$ cat src/disp_settings.svh
`ifndef DISP_SETTINGS_SVH
`define DISP_SETTINGS_SVH

// datapath widths
`define DISP_CHAR_W 8
`define DISP_DIM_W 3
`define DISP_ID_W 4
`define DISP_ELEM_W 8

// longest header line, newline included
`define DISP_HDR_MAX 16

// index must also hold the length itself
`define DISP_HDR_IDX_W $clog2(`DISP_HDR_MAX + 1)

// ascii codes shared by rom, formatter and testbench
`define DISP_ASCII_ZERO 8'd48
`define DISP_ASCII_SPACE 8'd32
`define DISP_ASCII_NL 8'd10
`define DISP_ASCII_MINUS 8'd45

`endif
$ cat src/disp_pkg.sv
`include "disp_settings.svh"

package disp_pkg;

    typedef logic [`DISP_CHAR_W-1:0] char_t;          // one uart character
    typedef logic [`DISP_DIM_W-1:0] dim_t;            // rows or columns, 1..7
    typedef logic signed [`DISP_ELEM_W-1:0] elem_t;   // matrix element

    // captured at start, feeds the header text
    typedef struct packed {
        logic [`DISP_ID_W-1:0] id;
        dim_t rows;
        dim_t cols;
    } matrix_desc_t;

    typedef enum logic [1:0] {
        MODE_MATRIX = 2'd0,
        MODE_LIST = 2'd1,    // not supported, start is ignored
        MODE_RESULT = 2'd2
    } disp_mode_e;

    typedef enum logic [2:0] {
        IDLE,
        SEND_HEADER,
        WAIT_ELEM,
        SEND_ELEM,
        SEND_TAIL,
        DONE
    } fmt_state_e;

    // order matters, the formatter steps through them in sequence
    typedef enum logic [2:0] {
        PH_SIGN,
        PH_HUNDREDS,
        PH_TENS,
        PH_ONES,
        PH_SEPARATOR
    } elem_phase_e;

    typedef struct packed {
        logic neg;
        logic [3:0] hundreds;
        logic [3:0] tens;
        logic [3:0] ones;
        logic show_hundreds;   // magnitude >= 100
        logic show_tens;       // magnitude >= 10
    } digits_t;

endpackage

$ cat src/display_formatter.sv
`include "disp_settings.svh"

module display_formatter import disp_pkg::*; (
    input logic clk,
    input logic rst_n,
    input logic start_format,
    input disp_mode_e display_mode,
    input logic [`DISP_ID_W-1:0] matrix_id,
    input dim_t dim_m,
    input dim_t dim_n,
    input elem_t matrix_data,
    input logic matrix_data_valid,
    input logic tx_busy,
    output char_t tx_data,
    output logic tx_valid,
    output logic data_req,
    output logic format_done
);

    fmt_state_e state;
    elem_phase_e phase;
    elem_phase_e cur_phase;    // first phase at or after phase that prints
    elem_phase_e next_phase;

    logic [`DISP_HDR_IDX_W-1:0] hdr_idx;
    logic [`DISP_HDR_IDX_W-1:0] hdr_len;
    char_t hdr_char;

    dim_t row_cnt;
    dim_t col_cnt;
    logic req_sent;            // data_req issued for the current element

    matrix_desc_t desc_q;
    disp_mode_e mode_q;
    elem_t elem_q;
    digits_t digits;

    logic can_send;
    logic send_fire;
    char_t tx_next;
    logic start_ok;
    logic elem_take;
    logic hdr_last;
    logic row_end;
    logic last_elem;

    function automatic char_t to_ascii(input logic [3:0] d);
        return `DISP_ASCII_ZERO + char_t'(d);
    endfunction

    header_rom u_header (
        .mode(mode_q),
        .desc(desc_q),
        .index(hdr_idx),
        .hdr_char(hdr_char),
        .hdr_len(hdr_len)
    );

    decimal_splitter u_split (
        .value(elem_q),
        .digits(digits)
    );

    // skip the gap cycle after a character so the uart can raise busy
    assign can_send = !tx_busy && !tx_valid;

    assign start_ok = (state == IDLE) && start_format
                    && (display_mode == MODE_MATRIX || display_mode == MODE_RESULT);
    assign elem_take = (state == WAIT_ELEM) && req_sent && matrix_data_valid;

    assign hdr_last = (hdr_idx == hdr_len - 1'b1);
    assign row_end = (col_cnt == desc_q.cols - 1'b1);
    assign last_elem = row_end && (row_cnt == desc_q.rows - 1'b1);

    // hidden digits are skipped in the same cycle
    always_comb begin
        case (phase)
            PH_SIGN: begin
                if (digits.neg) cur_phase = PH_SIGN;
                else if (digits.show_hundreds) cur_phase = PH_HUNDREDS;
                else if (digits.show_tens) cur_phase = PH_TENS;
                else cur_phase = PH_ONES;
            end
            PH_HUNDREDS: begin
                if (digits.show_hundreds) cur_phase = PH_HUNDREDS;
                else if (digits.show_tens) cur_phase = PH_TENS;
                else cur_phase = PH_ONES;
            end
            PH_TENS: cur_phase = digits.show_tens ? PH_TENS : PH_ONES;
            default: cur_phase = phase;
        endcase
    end

    always_comb begin
        case (cur_phase)
            PH_SIGN: next_phase = PH_HUNDREDS;
            PH_HUNDREDS: next_phase = PH_TENS;
            PH_TENS: next_phase = PH_ONES;
            default: next_phase = PH_SEPARATOR;
        endcase
    end

    // character for this cycle, if any
    always_comb begin
        send_fire = 1'b0;
        tx_next = hdr_char;
        case (state)
            SEND_HEADER: send_fire = can_send;
            SEND_ELEM: begin
                send_fire = can_send;
                case (cur_phase)
                    PH_SIGN: tx_next = `DISP_ASCII_MINUS;
                    PH_HUNDREDS: tx_next = to_ascii(digits.hundreds);
                    PH_TENS: tx_next = to_ascii(digits.tens);
                    PH_ONES: tx_next = to_ascii(digits.ones);
                    default: tx_next = row_end ? `DISP_ASCII_NL : `DISP_ASCII_SPACE;
                endcase
            end
            SEND_TAIL: begin
                send_fire = can_send;
                tx_next = `DISP_ASCII_NL;     // blank line after the matrix
            end
            default: send_fire = 1'b0;
        endcase
    end

    always_ff @(posedge clk or negedge rst_n) begin
        if (!rst_n) begin
            state <= IDLE;
            phase <= PH_SIGN;
            hdr_idx <= '0;
            row_cnt <= '0;
            col_cnt <= '0;
            req_sent <= 1'b0;
            tx_valid <= 1'b0;
            data_req <= 1'b0;
            format_done <= 1'b0;
        end else begin
            tx_valid <= send_fire;
            data_req <= 1'b0;
            format_done <= 1'b0;
            case (state)
                IDLE: begin
                    if (start_ok) begin
                        hdr_idx <= '0;
                        row_cnt <= '0;
                        col_cnt <= '0;
                        req_sent <= 1'b0;
                        state <= SEND_HEADER;
                    end
                end
                SEND_HEADER: begin
                    if (send_fire) begin
                        hdr_idx <= hdr_idx + 1'b1;
                        if (hdr_last) state <= WAIT_ELEM;
                    end
                end
                WAIT_ELEM: begin
                    if (!req_sent) begin
                        data_req <= 1'b1;     // one request per element
                        req_sent <= 1'b1;
                    end else if (matrix_data_valid) begin
                        req_sent <= 1'b0;
                        phase <= PH_SIGN;
                        state <= SEND_ELEM;
                    end
                end
                SEND_ELEM: begin
                    if (send_fire) begin
                        if (cur_phase == PH_SEPARATOR) begin
                            if (last_elem) begin
                                state <= SEND_TAIL;
                            end else begin
                                if (row_end) begin
                                    col_cnt <= '0;
                                    row_cnt <= row_cnt + 1'b1;
                                end else begin
                                    col_cnt <= col_cnt + 1'b1;
                                end
                                state <= WAIT_ELEM;
                            end
                        end else begin
                            phase <= next_phase;
                        end
                    end
                end
                SEND_TAIL: begin
                    if (send_fire) state <= DONE;
                end
                DONE: begin
                    format_done <= 1'b1;
                    state <= IDLE;
                end
                default: state <= IDLE;
            endcase
        end
    end

    always_ff @(posedge clk) begin
        if (start_ok) begin
            desc_q <= '{id: matrix_id, rows: dim_m, cols: dim_n};
            mode_q <= display_mode;
        end
        if (elem_take) elem_q <= matrix_data;
        if (send_fire) tx_data <= tx_next;
    end

endmodule

$ cat src/decimal_splitter.sv
module decimal_splitter import disp_pkg::*; (
    input elem_t value,
    output digits_t digits
);

    logic signed [8:0] value_x;   // one extra bit so -128 negates cleanly
    logic [8:0] mag;
    logic [3:0] hundreds;
    logic [6:0] rem;              // below 100 after the hundreds step
    logic [3:0] tens;

    assign value_x = value;
    assign mag = value[7] ? 9'(-value_x) : 9'(value_x);

    always_comb begin
        if (mag >= 9'd200) begin
            hundreds = 4'd2;
            rem = 7'(mag - 9'd200);
        end else if (mag >= 9'd100) begin
            hundreds = 4'd1;
            rem = 7'(mag - 9'd100);
        end else begin
            hundreds = 4'd0;
            rem = 7'(mag);
        end
    end

    // comparison ladder where the highest match wins
    always_comb begin
        tens = 4'd0;
        for (int k = 1; k <= 9; k++) begin
            if (rem >= 7'(k * 10)) tens = 4'(k);
        end
    end

    assign digits.hundreds = hundreds;
    assign digits.tens = tens;
    assign digits.ones = 4'(rem - 7'(10 * tens));
    assign digits.neg = value[7];
    assign digits.show_hundreds = (mag >= 9'd100);
    assign digits.show_tens = (mag >= 9'd10);

endmodule

$ cat src/header_rom.sv
`include "disp_settings.svh"

module header_rom import disp_pkg::*; (
    input disp_mode_e mode,
    input matrix_desc_t desc,
    input logic [`DISP_HDR_IDX_W-1:0] index,
    output char_t hdr_char,
    output logic [`DISP_HDR_IDX_W-1:0] hdr_len
);

    localparam int IDX_W = `DISP_HDR_IDX_W;
    localparam int RESULT_LEN = 14;   // "Result (MxN):\n"

    char_t id_char;
    char_t rows_char;
    char_t cols_char;

    assign id_char = `DISP_ASCII_ZERO + char_t'(desc.id);
    assign rows_char = `DISP_ASCII_ZERO + char_t'(desc.rows);
    assign cols_char = `DISP_ASCII_ZERO + char_t'(desc.cols);

    assign hdr_len = (mode == MODE_RESULT) ? IDX_W'(RESULT_LEN) : IDX_W'(`DISP_HDR_MAX);

    always_comb begin
        if (mode == MODE_RESULT) begin
            case (index)
                0: hdr_char = "R";
                1: hdr_char = "e";
                2: hdr_char = "s";
                3: hdr_char = "u";
                4: hdr_char = "l";
                5: hdr_char = "t";
                7: hdr_char = "(";
                8: hdr_char = rows_char;
                9: hdr_char = "x";
                10: hdr_char = cols_char;
                11: hdr_char = ")";
                12: hdr_char = ":";
                13: hdr_char = `DISP_ASCII_NL;
                default: hdr_char = `DISP_ASCII_SPACE;   // also index 6
            endcase
        end else begin
            // matrix mode, "Matrix I (MxN):\n"
            case (index)
                0: hdr_char = "M";
                1: hdr_char = "a";
                2: hdr_char = "t";
                3: hdr_char = "r";
                4: hdr_char = "i";
                5: hdr_char = "x";
                7: hdr_char = id_char;
                9: hdr_char = "(";
                10: hdr_char = rows_char;
                11: hdr_char = "x";
                12: hdr_char = cols_char;
                13: hdr_char = ")";
                14: hdr_char = ":";
                15: hdr_char = `DISP_ASCII_NL;
                default: hdr_char = `DISP_ASCII_SPACE;   // 6 and 8
            endcase
        end
    end

endmodule

$ cat config.mk
export PLATFORM = sky130hd
export DESIGN_NAME = display_formatter
export DESIGN_NICKNAME = d
export VERILOG_FILES = /design/src/disp_pkg.sv /design/src/display_formatter.sv /design/src/decimal_splitter.sv /design/src/header_rom.sv
export VERILOG_INCLUDE_DIRS = /design/src
export SDC_FILE = /design/constraint.sdc
export NUM_CORES = 1
export LEC_CHECK = 0
export ABC_AREA = 1
export BUFFER_PORTS_ARGS = -buffer_cell sky130_fd_sc_hd__buf_2
export CORE_ASPECT_RATIO = 1.25
export CORE_MARGIN = 2
export CORE_UTILIZATION = 45
export CTS_CLUSTER_SIZE = 25
export DETAILED_ROUTE_END_ITERATION = 10
export SYNTH_ARGS = -nofsm -noshare
export SYNTH_HDL_FRONTEND = slang
export SYNTH_HIERARCHICAL = 1
export SYNTH_SLANG_ARGS = --single-unit
$ cat constraint.sdc
create_clock -name clk -period 5.3 [get_ports clk]
set_clock_uncertainty 0.15 [all_clocks]
set_input_delay 1.06 -clock clk [delete_from_list [all_inputs] [get_ports clk]]
set_output_delay 1.06 -clock clk [all_outputs]
set_load 0.01 [all_outputs]
# == Yosys cells after proc, flatten, opt, wreduce, memory -nomap -nowiden ==
# Index checks and enable logic that the tools add are counted.
# word_totals
ff_bits,49
inputBits,25
# classes
add_sub_neg,16
n_mul,1
magnitude_cmp,12
n_eq_ne,41
mux,63
reduce_logical,26
# ops
operator,count
8-bit one-hot mux with 13 select lines,2
3-bit 2-to-1 mux,26
5-bit by 4-bit == test with 1-bit output (second input constant),8
6-bit by 4-bit adder with 7-bit output (first input constant),4
7-bit one-hot mux with 4 select lines,1
2-bit != test (second input constant),11
7-bit by 6-bit greater-or-equal comparator with 1-bit output (second input constant),3
7-bit greater-or-equal comparator (second input constant),3
3-bit one-hot mux with 2 select lines,3
3-bit one-hot mux with 3 select lines,2
8-bit one-hot mux with 2 select lines,1
3-bit by 2-bit == test with 1-bit output (second input constant),5
5-bit by 3-bit == test with 1-bit output (second input constant),3
5-bit 2-to-1 mux,3
3-bit one-hot mux with 5 select lines,1
6-bit by 3-bit adder with 7-bit output (first input constant),2
7-bit by 5-bit greater-or-equal comparator with 1-bit output (second input constant),2
7-bit 2-to-1 mux,2
7-bit subtractor (second input constant),2
4-bit 2-to-1 mux,3
5-bit by 2-bit == test with 1-bit output (second input constant),2
1-bit 2-to-1 mux,10
5-bit one-hot mux with 2 select lines,1
5-bit AND reduction,2
other kinds (35),57

# == Depth between registers and ports, before layout ==
# Gate-level depths: netlist of the first run.
# depth
ltp_word,20
depth_mapped,37
mapped_depth_nobuf,37

# == Modules after synthesis ==
# Netlist of the first run, hierarchy kept.
# modules_own_cells
module,instances,cells_per_inst,area_each_um2,seq_area_each_um2
display_formatter,1,312,2737.6,1366.3
decimal_splitter,1,140,834.6,0.0
header_rom,1,141,618.1,0.0

# == Least setup slack after synthesis of the first run ==
# No wires, ideal clock.
# synth_timing
kind,reg-to-reg
from,register elem_q[0]
to,"register tx_data[3], data pin"
setup_time_ns,0.252
t_arrival_ns,3.636
required_time_ns,4.898
slack_ns,1.262
stages_incl_launch_ff,36
cell_sequence,edfxtp_1 -> inv_1 -> ha_1 -> nand3_1 -> nand2_1 -> nand2_1 -> nand2_2 -> inv_1 -> ha_1 -> nand2_1 -> nand3_2 -> nand2_4 -> nand2_4 -> nand2_2 -> nand3_4 -> nand3_2 -> nor2_2 -> nor2_2 -> nand2_1 -> nand2_1 -> nand2_1 -> nand2_1 -> nand2_2 -> nand2_1 -> inv_1 -> ha_1 -> fa_1 -> xnor2_1 -> xor2_1 -> nand3_1 -> nand2_1 -> inv_1 -> nand4_1 -> nand4_1 -> nand2_1 -> nand2_1
# synth_rtl
item,line_no,source
start: declaration,display_formatter.sv:35,elem_t elem_q;
start signal: assignment,display_formatter.sv:204,if (elem_take) elem_q <= matrix_data;
end signal: assignment,display_formatter.sv:205,if (send_fire) tx_data <= tx_next;
end: declaration,display_formatter.sv:14,"output char_t tx_data,"

==> results of run 1 <==
==> cell families (layout without fill, tap and decap cells) <==
logic type | Yosys count | count (layout) | synth area share (%)
adder cells (fa/ha/maj) | 13 | 13 | 4.061
XOR/XNOR | 13 | 13 | 2.717
buffers and inverters | 105 | 135 | 10.72
other | 2 | 4 | 0.1792
AO/OA/AOI/OAI | 51 | 51 | 7.584
flip-flops | 49 | 49 | 32.61
AND/OR/NAND/NOR | 360 | 360 | 42.13
==> critical path: cells and delay by family (launching register included) <==
| kind | cells | cell delay (ns) |
|---|---|---|
| xor+xnor | 2 | 0.39 |
| fa+ha+maj | 4 | 0.97 |
| buf+inv | 4 | 0.37 |
| flops | 1 | 0.41 |
| simple gates | 25 | 1.93 |
==> cell usage in the layout (no fill, tap or decap), types with 7 or more instances in the layout <==
cell type | synthesis | final
a21oi_1 | 12 | 12
buf_2 | 2 | 35
dfrtp_1 | 21 | 21
edfxtp_1 | 28 | 28
ha_1 | 12 | 12
inv_1 | 79 | 79
inv_2 | 13 | 13
nand2_1 | 174 | 174
nand2_2 | 24 | 24
nand2_4 | 7 | 7
nand3_1 | 46 | 46
nand3_2 | 8 | 8
nand4_1 | 14 | 14
nor2_1 | 52 | 52
nor2_2 | 10 | 10
nor3_1 | 8 | 8
o21ai_0 | 21 | 21
xnor2_1 | 7 | 7
==> through the flow <==
stage | hold slack, ns | total power, uW | worst slack [ns] | instance area [sq um] | cells
finish | 0.2797 | 2154 | 0.8142 | 4569 | 748
global route | 0.3066 | 2364 | 0.3210 | 4569 | 748
CTS | 0.2927 | 2167 | 0.7966 | 4569 | 748
detailed placement | 0.2828 | 1842 | 0.8193 | 4423 | 740
global placement | 0.2685 | 1834 | 0.9211 | 4423 | 740
floorplan | 0.2532 | 1576 | 1.262 | 4198 | 595
==> power by group <==
part / total [uW] / leakage (uW) / internal, uW / switching (uW)
registers: 618 / 0.000537 / 514 / 104
clock network: 317 / 0.0000718 / 176 / 141
logic: 1220 / 0.00171 / 410 / 809
==> final timing paths <==
path	startpoint	end	slack [ns]	depth (start not counted)
setup / recovery	elem_q[0]	tx_data[3]	0.81	35
hold / removal	req_sent	data_req	0.28	1
setup reg to reg	elem_q[0]	tx_data[3]	0.81	35
hold reg to reg	req_sent	data_req	0.28	1
max in group asynchronous	rst_n	hdr_idx[3]	4.09	1
min in group asynchronous	rst_n	row_cnt[0]	0.57	1
==> routing by layer <==
layer | share of wire (%) | wire length, um | track usage, % | vias up
met5 | 0 | 0 | 0 | -
met4 | 1.5 | 142 | 6.462 | 0
met3 | 3.6 | 346 | 2.706 | 13
met2 | 55 | 5359 | 39.65 | 91
met1 | 40 | 3855 | 22.13 | 1735
li1 | - | - | - | 1940
==> registers in the layout, summed over array words and instances, names as in the netlist <==
name	cells
phase	3
state	3
desc_q	10
format_done	1
tx_data	8
tx_valid	1
row_cnt	3
req_sent	1
elem_q	8
hdr_idx	5
mode_q	2
data_req	1
col_cnt	3
==> area by class of cell <==
type,instances,area share [%]
Multi-Input combinational cell,441,52.14
Sequential cell,49,29.90
Tap cell,123,3.368
Clock inverter,3,0.4655
Timing Repair Buffer,35,3.834
Inverter,92,7.558
Clock buffer,5,2.738
==> flow_metrics.py, run 1 <==
metrics = {
    "run_status": {
        "outcome": "complete, no violations",
    },
    "power": {
        "cellPowerDensity_nw_per_um2": 471.5,
        "power_leakage_uw": 0.002321,
        "peakVddDrop_uv": 212.9,
    },
    "cells_and_area": {
        "nets": 662,
        "antenna_cells": 0,
        "multi_input_comb_area_sq_um": 2382,
        "fill_cells": 928,
        "final_util_pct": 50.34,
        "drive_gt1_share_pct": 19.84,
        "syn_to_final_growth_pct": 9.047,
        "regArea_sq_um": 1366,
    },
    "clock_network": {
        "cts_root_buf": "clkbuf_16",
        "clkSlewWorstSetupHoldPaths_ns": 0.07,
        "post_cts_resized": 0,
        "cts_buffers": 5,
        "cts_max_path_buffers": 2,
        "clkSinkCount": 49,
        "htree_levels": 2,
        "clk_latency_ns": 0.29,
        "postCtsSetupBuffers": 0,
        "cts_tree": "yes",
        "cts_hold_buf": 0,
    },
    "sta": {
        "grt_setup_unrepaired": "false",
        "slew_viol_final": 0,
        "worst_slew_pin_slew_ns": 1.040,
        "setup_viol": 0,
        "slew_headroom_pct": 30.16,
        "hold_viol": 0,
        "fin_crit_ns": 4.486,
        "tns_ns": 0,
        "min_period_over_period_pct": 84.64,
        "fmax_ghz": 0.2229,
    },
    "job": {
        "maxCapViolations": 0,
    },
    "global_routing": {
        "grt.total_usage_pct": 20.18,
        "grt_pass1_vias": 3694,
        "grt.overflow.total": 0,
        "grt_max_degree": 22,
        "antenna_found_initial": 0,
        "grt_pass1_wl_um": 16750,
    },
    "place": {
        "dp_hpwl_um": 7953,
        "gp_congestion": 0.8986,
        "portBuffers": 35,
    },
    "synth": {
        "ys_top_cells_by_count": "174 x nand2_1, 79 x inv_1, 52 x nor2_1, 46 x nand3_1, 28 x edfxtp_1",
        "syn_area_sq_um": 4190,
        "yosysTopAreaCell": "edfxtp_1",
        "yosys_warnings": 6,
        "ys_seq_elements": 49,
        "ys_types": 42,
        "synth.area.top_cells": "edfxtp_1 20%, nand2_1 16%, dfrtp_1 13%",
        "synth_edf_count": 28,
        "yosysTopAreaCellShare_pct": 20.07,
        "syn_inst": 593,
        "avgSynthCellArea_sq_um": 7.066,
        "synth_top_flop_cell": "edfxtp_1",
        "ys_seq_area_share_pct": 32.61,
        "yosysMostFrequentCell": "nand2_1",
        "async_flop_share_pct": 42.86,
    },
    "route": {
        "post_drt_wl_per_cell_um": 12.97,
        "first_pass_iters": 5,
        "ant_nets": 0,
        "vias": 3779,
        "viasPerCell": 5.052,
        "drcViolationCount": 0,
        "drt_iter0_markers": 180,
        "drt-total-wl_um": 9704,
    },
    "floorplan": {
        "core_sq_um": 9076,
        "die_y_um": 111.9,
        "start_util_pct": 46.17,
        "rows": 39,
        "die_w_um": 90.31,
        "dieArea_sq_um": 10100,
        "io_pins": 36,
    },
    "setup_path": {
        "cp_slowest_stage_delay_ns": 0.41,
        "slowest_stage": "edfxtp_1",
        "worstPathArrival_ns": 4.38,
        "cp.required_ns": 5.20,
        "cp-end-kind": "flip-flop",
        "setup.worst_path.start_class": "flip-flop",
        "cp_common_cell": "nand2_1",
        "crit_type": "reg2reg",
        "cp_max_fo": 8,
    },
    "worst_hold_path": {
        "hp-class": "reg2reg",
    },
}
Power figures use the tool's default switching activity.
==> inputs of run 2 (changes only) <==
--- a/config.mk
+++ b/config.mk
@@ -13,6 +13,7 @@
 export CORE_UTILIZATION = 45
 export CTS_CLUSTER_SIZE = 25
 export DETAILED_ROUTE_END_ITERATION = 10
+export PLACE_DENSITY = 0.65
 export SYNTH_ARGS = -nofsm -noshare
 export SYNTH_HDL_FRONTEND = slang
 export SYNTH_HIERARCHICAL = 1
==> constraint.sdc (replaced) <==
create_clock -name clk -period 4 [get_ports clk]
set_clock_uncertainty 0.15 [all_clocks]
set_input_delay 0.8 -clock clk [delete_from_list [all_inputs] [get_ports clk]]
set_output_delay 0.8 -clock clk [all_outputs]
set_load 0.01 [all_outputs]
==> run 2 against run 1 <==
  * The run now ends with negative setup slack left
  * Via count increased by 5.5%
  * First-iteration DRC count increased by 68%
  * Register-to-register slack got worse by 0.89 ns
  * Clock power increased by 54%
  * Cell area increased by 9.6%
  * Global-route usage increased by 0.41 points
  * Utilization increased by 4.8 points
  * Largest cell class unchanged
  * Sequential cell count unchanged
==> flow_metrics.py, run 2 (synthesis results as in run 1) <==
metrics = {
    "route": {
        "vias": 3985,
        "first_pass_iters": 5,
        "viasPerCell": 5.089,
        "drt-total-wl_um": 10260,
        "drcViolationCount": 0,
        "post_drt_wl_per_cell_um": 13.10,
        "drt_iter0_markers": 302,
        "ant_nets": 0,
    },
    "clock_network": {
        "clk_latency_ns": 0.29,
        "clkSinkCount": 49,
        "cts_buffers": 5,
        "cts_max_path_buffers": 2,
        "cts_root_buf": "clkbuf_16",
        "cts_tree": "yes",
        "cts_hold_buf": 0,
        "clkSlewWorstSetupHoldPaths_ns": 0.07,
        "htree_levels": 2,
    },
    "cells_and_area": {
        "syn_to_final_growth_pct": 19.47,
        "drive_gt1_share_pct": 27.12,
        "multi_input_comb_area_sq_um": 2525,
        "nets": 697,
        "regMostFlops": "desc_q",
        "largestRegisters": "desc_q: 10 flops, elem_q: 8 flops, tx_data: 8 flops",
        "antenna_cells": 0,
        "largest_reg_flops": 10,
        "fill_cells": 876,
        "layout_commonest_cell": "nand2_1",
        "final_cell_mix": "169 x nand2_1, 74 x inv_1, 52 x nor2_1",
        "regArea_sq_um": 1366,
    },
    "power": {
        "swShare_pct": 47.17,
        "p_sw_uw": 1438,
        "clkPwrFrac_pct": 16.0,
        "p_seq_share_pct": 26.6,
        "power_leakage_uw": 0.002532,
        "intPower_uw": 1610,
        "peakVddDrop_uv": 292.0,
        "cellPowerDensity_nw_per_um2": 608.8,
        "p_comb_share_pct": 57.4,
    },
    "setup_path": {
        "critPathBufInv": 4,
        "cp-end-kind": "flip-flop",
        "cp_max_fo": 3,
        "crit_type": "reg2reg",
        "setup.worst_path.start_class": "flip-flop",
        "cp_common_cell": "nand2_1",
        "crit_family": "simple AND/OR/NAND/NOR gates",
        "cp.required_ns": 3.90,
        "cp_slowest_stage_delay_ns": 0.42,
        "worstPathArrival_ns": 3.98,
        "reg2reg_depth": 29,
        "slowest_stage": "edfxtp_1",
        "cp.depth": 29,
    },
    "global_routing": {
        "grt_pass1_vias": 3850,
        "met3_usage_pct": 2.842,
        "grt.overflow.total": 0,
        "met1_usage_pct": 24.70,
        "antenna_found_initial": 0,
        "grt.met2_usage_pct": 38.35,
        "grt_busiest_layer": "met2",
        "grt_max_degree": 22,
        "grt.total_usage_pct": 20.59,
        "grt_pass1_wl_um": 17220,
    },
    "sta": {
        "worst_slew_pin_slew_ns": 1.083,
        "grt_setup_unrepaired": "true",
        "slew_viol_final": 0,
        "slew_headroom_pct": 27.26,
        "tns_ns": -0.07163,
        "holdWs_ns": 0.2718,
        "setup_slack_ns": -0.07163,
        "setup_viol": 1,
        "fin_crit_ns": 4.072,
        "min_period_over_period_pct": 101.8,
        "hold_viol": 0,
        "fmax_ghz": 0.2456,
    },
    "place": {
        "gp_congestion": 0.9229,
        "dp_hpwl_um": 7720,
        "portBuffers": 35,
    },
    "floorplan": {
        "die_w_um": 90.31,
        "die_y_um": 111.9,
        "core_sq_um": 9076,
        "dieArea_sq_um": 10100,
        "start_util_pct": 46.17,
        "rows": 39,
        "io_pins": 36,
    },
    "job": {
        "maxCapViolations": 0,
    },
    "run_status": {
        "outcome": "finished with violations",
        "violations": "negative setup slack",
    },
    "worst_hold_path": {
        "hp-class": "reg2reg",
        "worstHoldPathCells": 1,
    },
}
run 2: cell types whose count changed in the layout (fill, tap and decap cells not counted), sizes merged:
| cell | before | now |
|---|---|---|
| clkinvlp | 0 | 1 |
| inv | 93 | 92 |
| bufinv | 0 | 1 |
| clkinv | 2 | 1 |
| buf | 35 | 70 |
run 2: cell type report:
cell class	instances	area share, %
Inverter	92	6.948
Tap cell	123	3.074
Clock inverter	3	0.9248
Timing Repair Buffer	70	8.823
Sequential cell	49	27.29
Clock buffer	5	2.499
Multi-Input combinational cell	441	50.44
run 2: worst reg2reg max path: cells and delay by family (launching register included):
kind | cells | cell delay, ns
flip-flops | 1 | 0.42
buffers and inverters | 4 | 0.36
AND/OR/NAND/NOR | 20 | 1.85
AO/OA/AOI/OAI | 1 | 0.20
adder cells (fa/ha/maj) | 2 | 0.50
XOR/XNOR | 2 | 0.35
run 2: power by group through the flow:
stage	registers [uW]	logic [uW]	clock network (uW)
after global placement	819	1620	0
after CTS	810	1720	506
final	811	1750	488
after floorplan	797	1290	0
after detailed placement	822	1640	0
after global routing	832	1980	519
run 2: path summary, 6_finish.rpt:
path	startpoint	endpoint	slack, ns
min in group asynchronous	rst_n	hdr_idx[3]	0.31
min reg2reg	req_sent	data_req	0.27
max reg2reg	elem_q[1]	tx_data[3]	-0.07
max in group asynchronous	rst_n	phase[0]	3.03
min	req_sent	data_req	0.27
max	elem_q[1]	tx_data[3]	-0.07
run 2: stage by stage:
| step | worst slack, ns | total power, uW | instances | instance area, sq um | util [%] |
|---|---|---|---|---|---|
| 6_report | -0.07163 | 3048 | 783 | 5006 | 55.16 |
| 3_3_place_gp | -0.04256 | 2439 | 761 | 4581 | 50.47 |
| 3_5_place_dp | -0.2220 | 2462 | 761 | 4581 | 50.47 |
| 4_1_cts | -0.05837 | 3032 | 778 | 4923 | 54.25 |
| 5_1_grt | -0.4565 | 3330 | 783 | 5006 | 55.16 |
| 2_1_floorplan | 0.001436 | 2089 | 595 | 4198 | - |
run 2: metal layers:
layer  vias up  wire length (um)
met1      1828              4401
met2       107              5201
met3        33               357
met4         0               297
li1       2017                 -
met5         -                 0
run 2: repair_timing:
item / CTS / global route
pin swaps: 19 / 20
buffers inserted: 9 / 5
gates cloned: 0 / 0
gates resized for setup: 23 / 11
setup endpoints to repair: 1 / 1
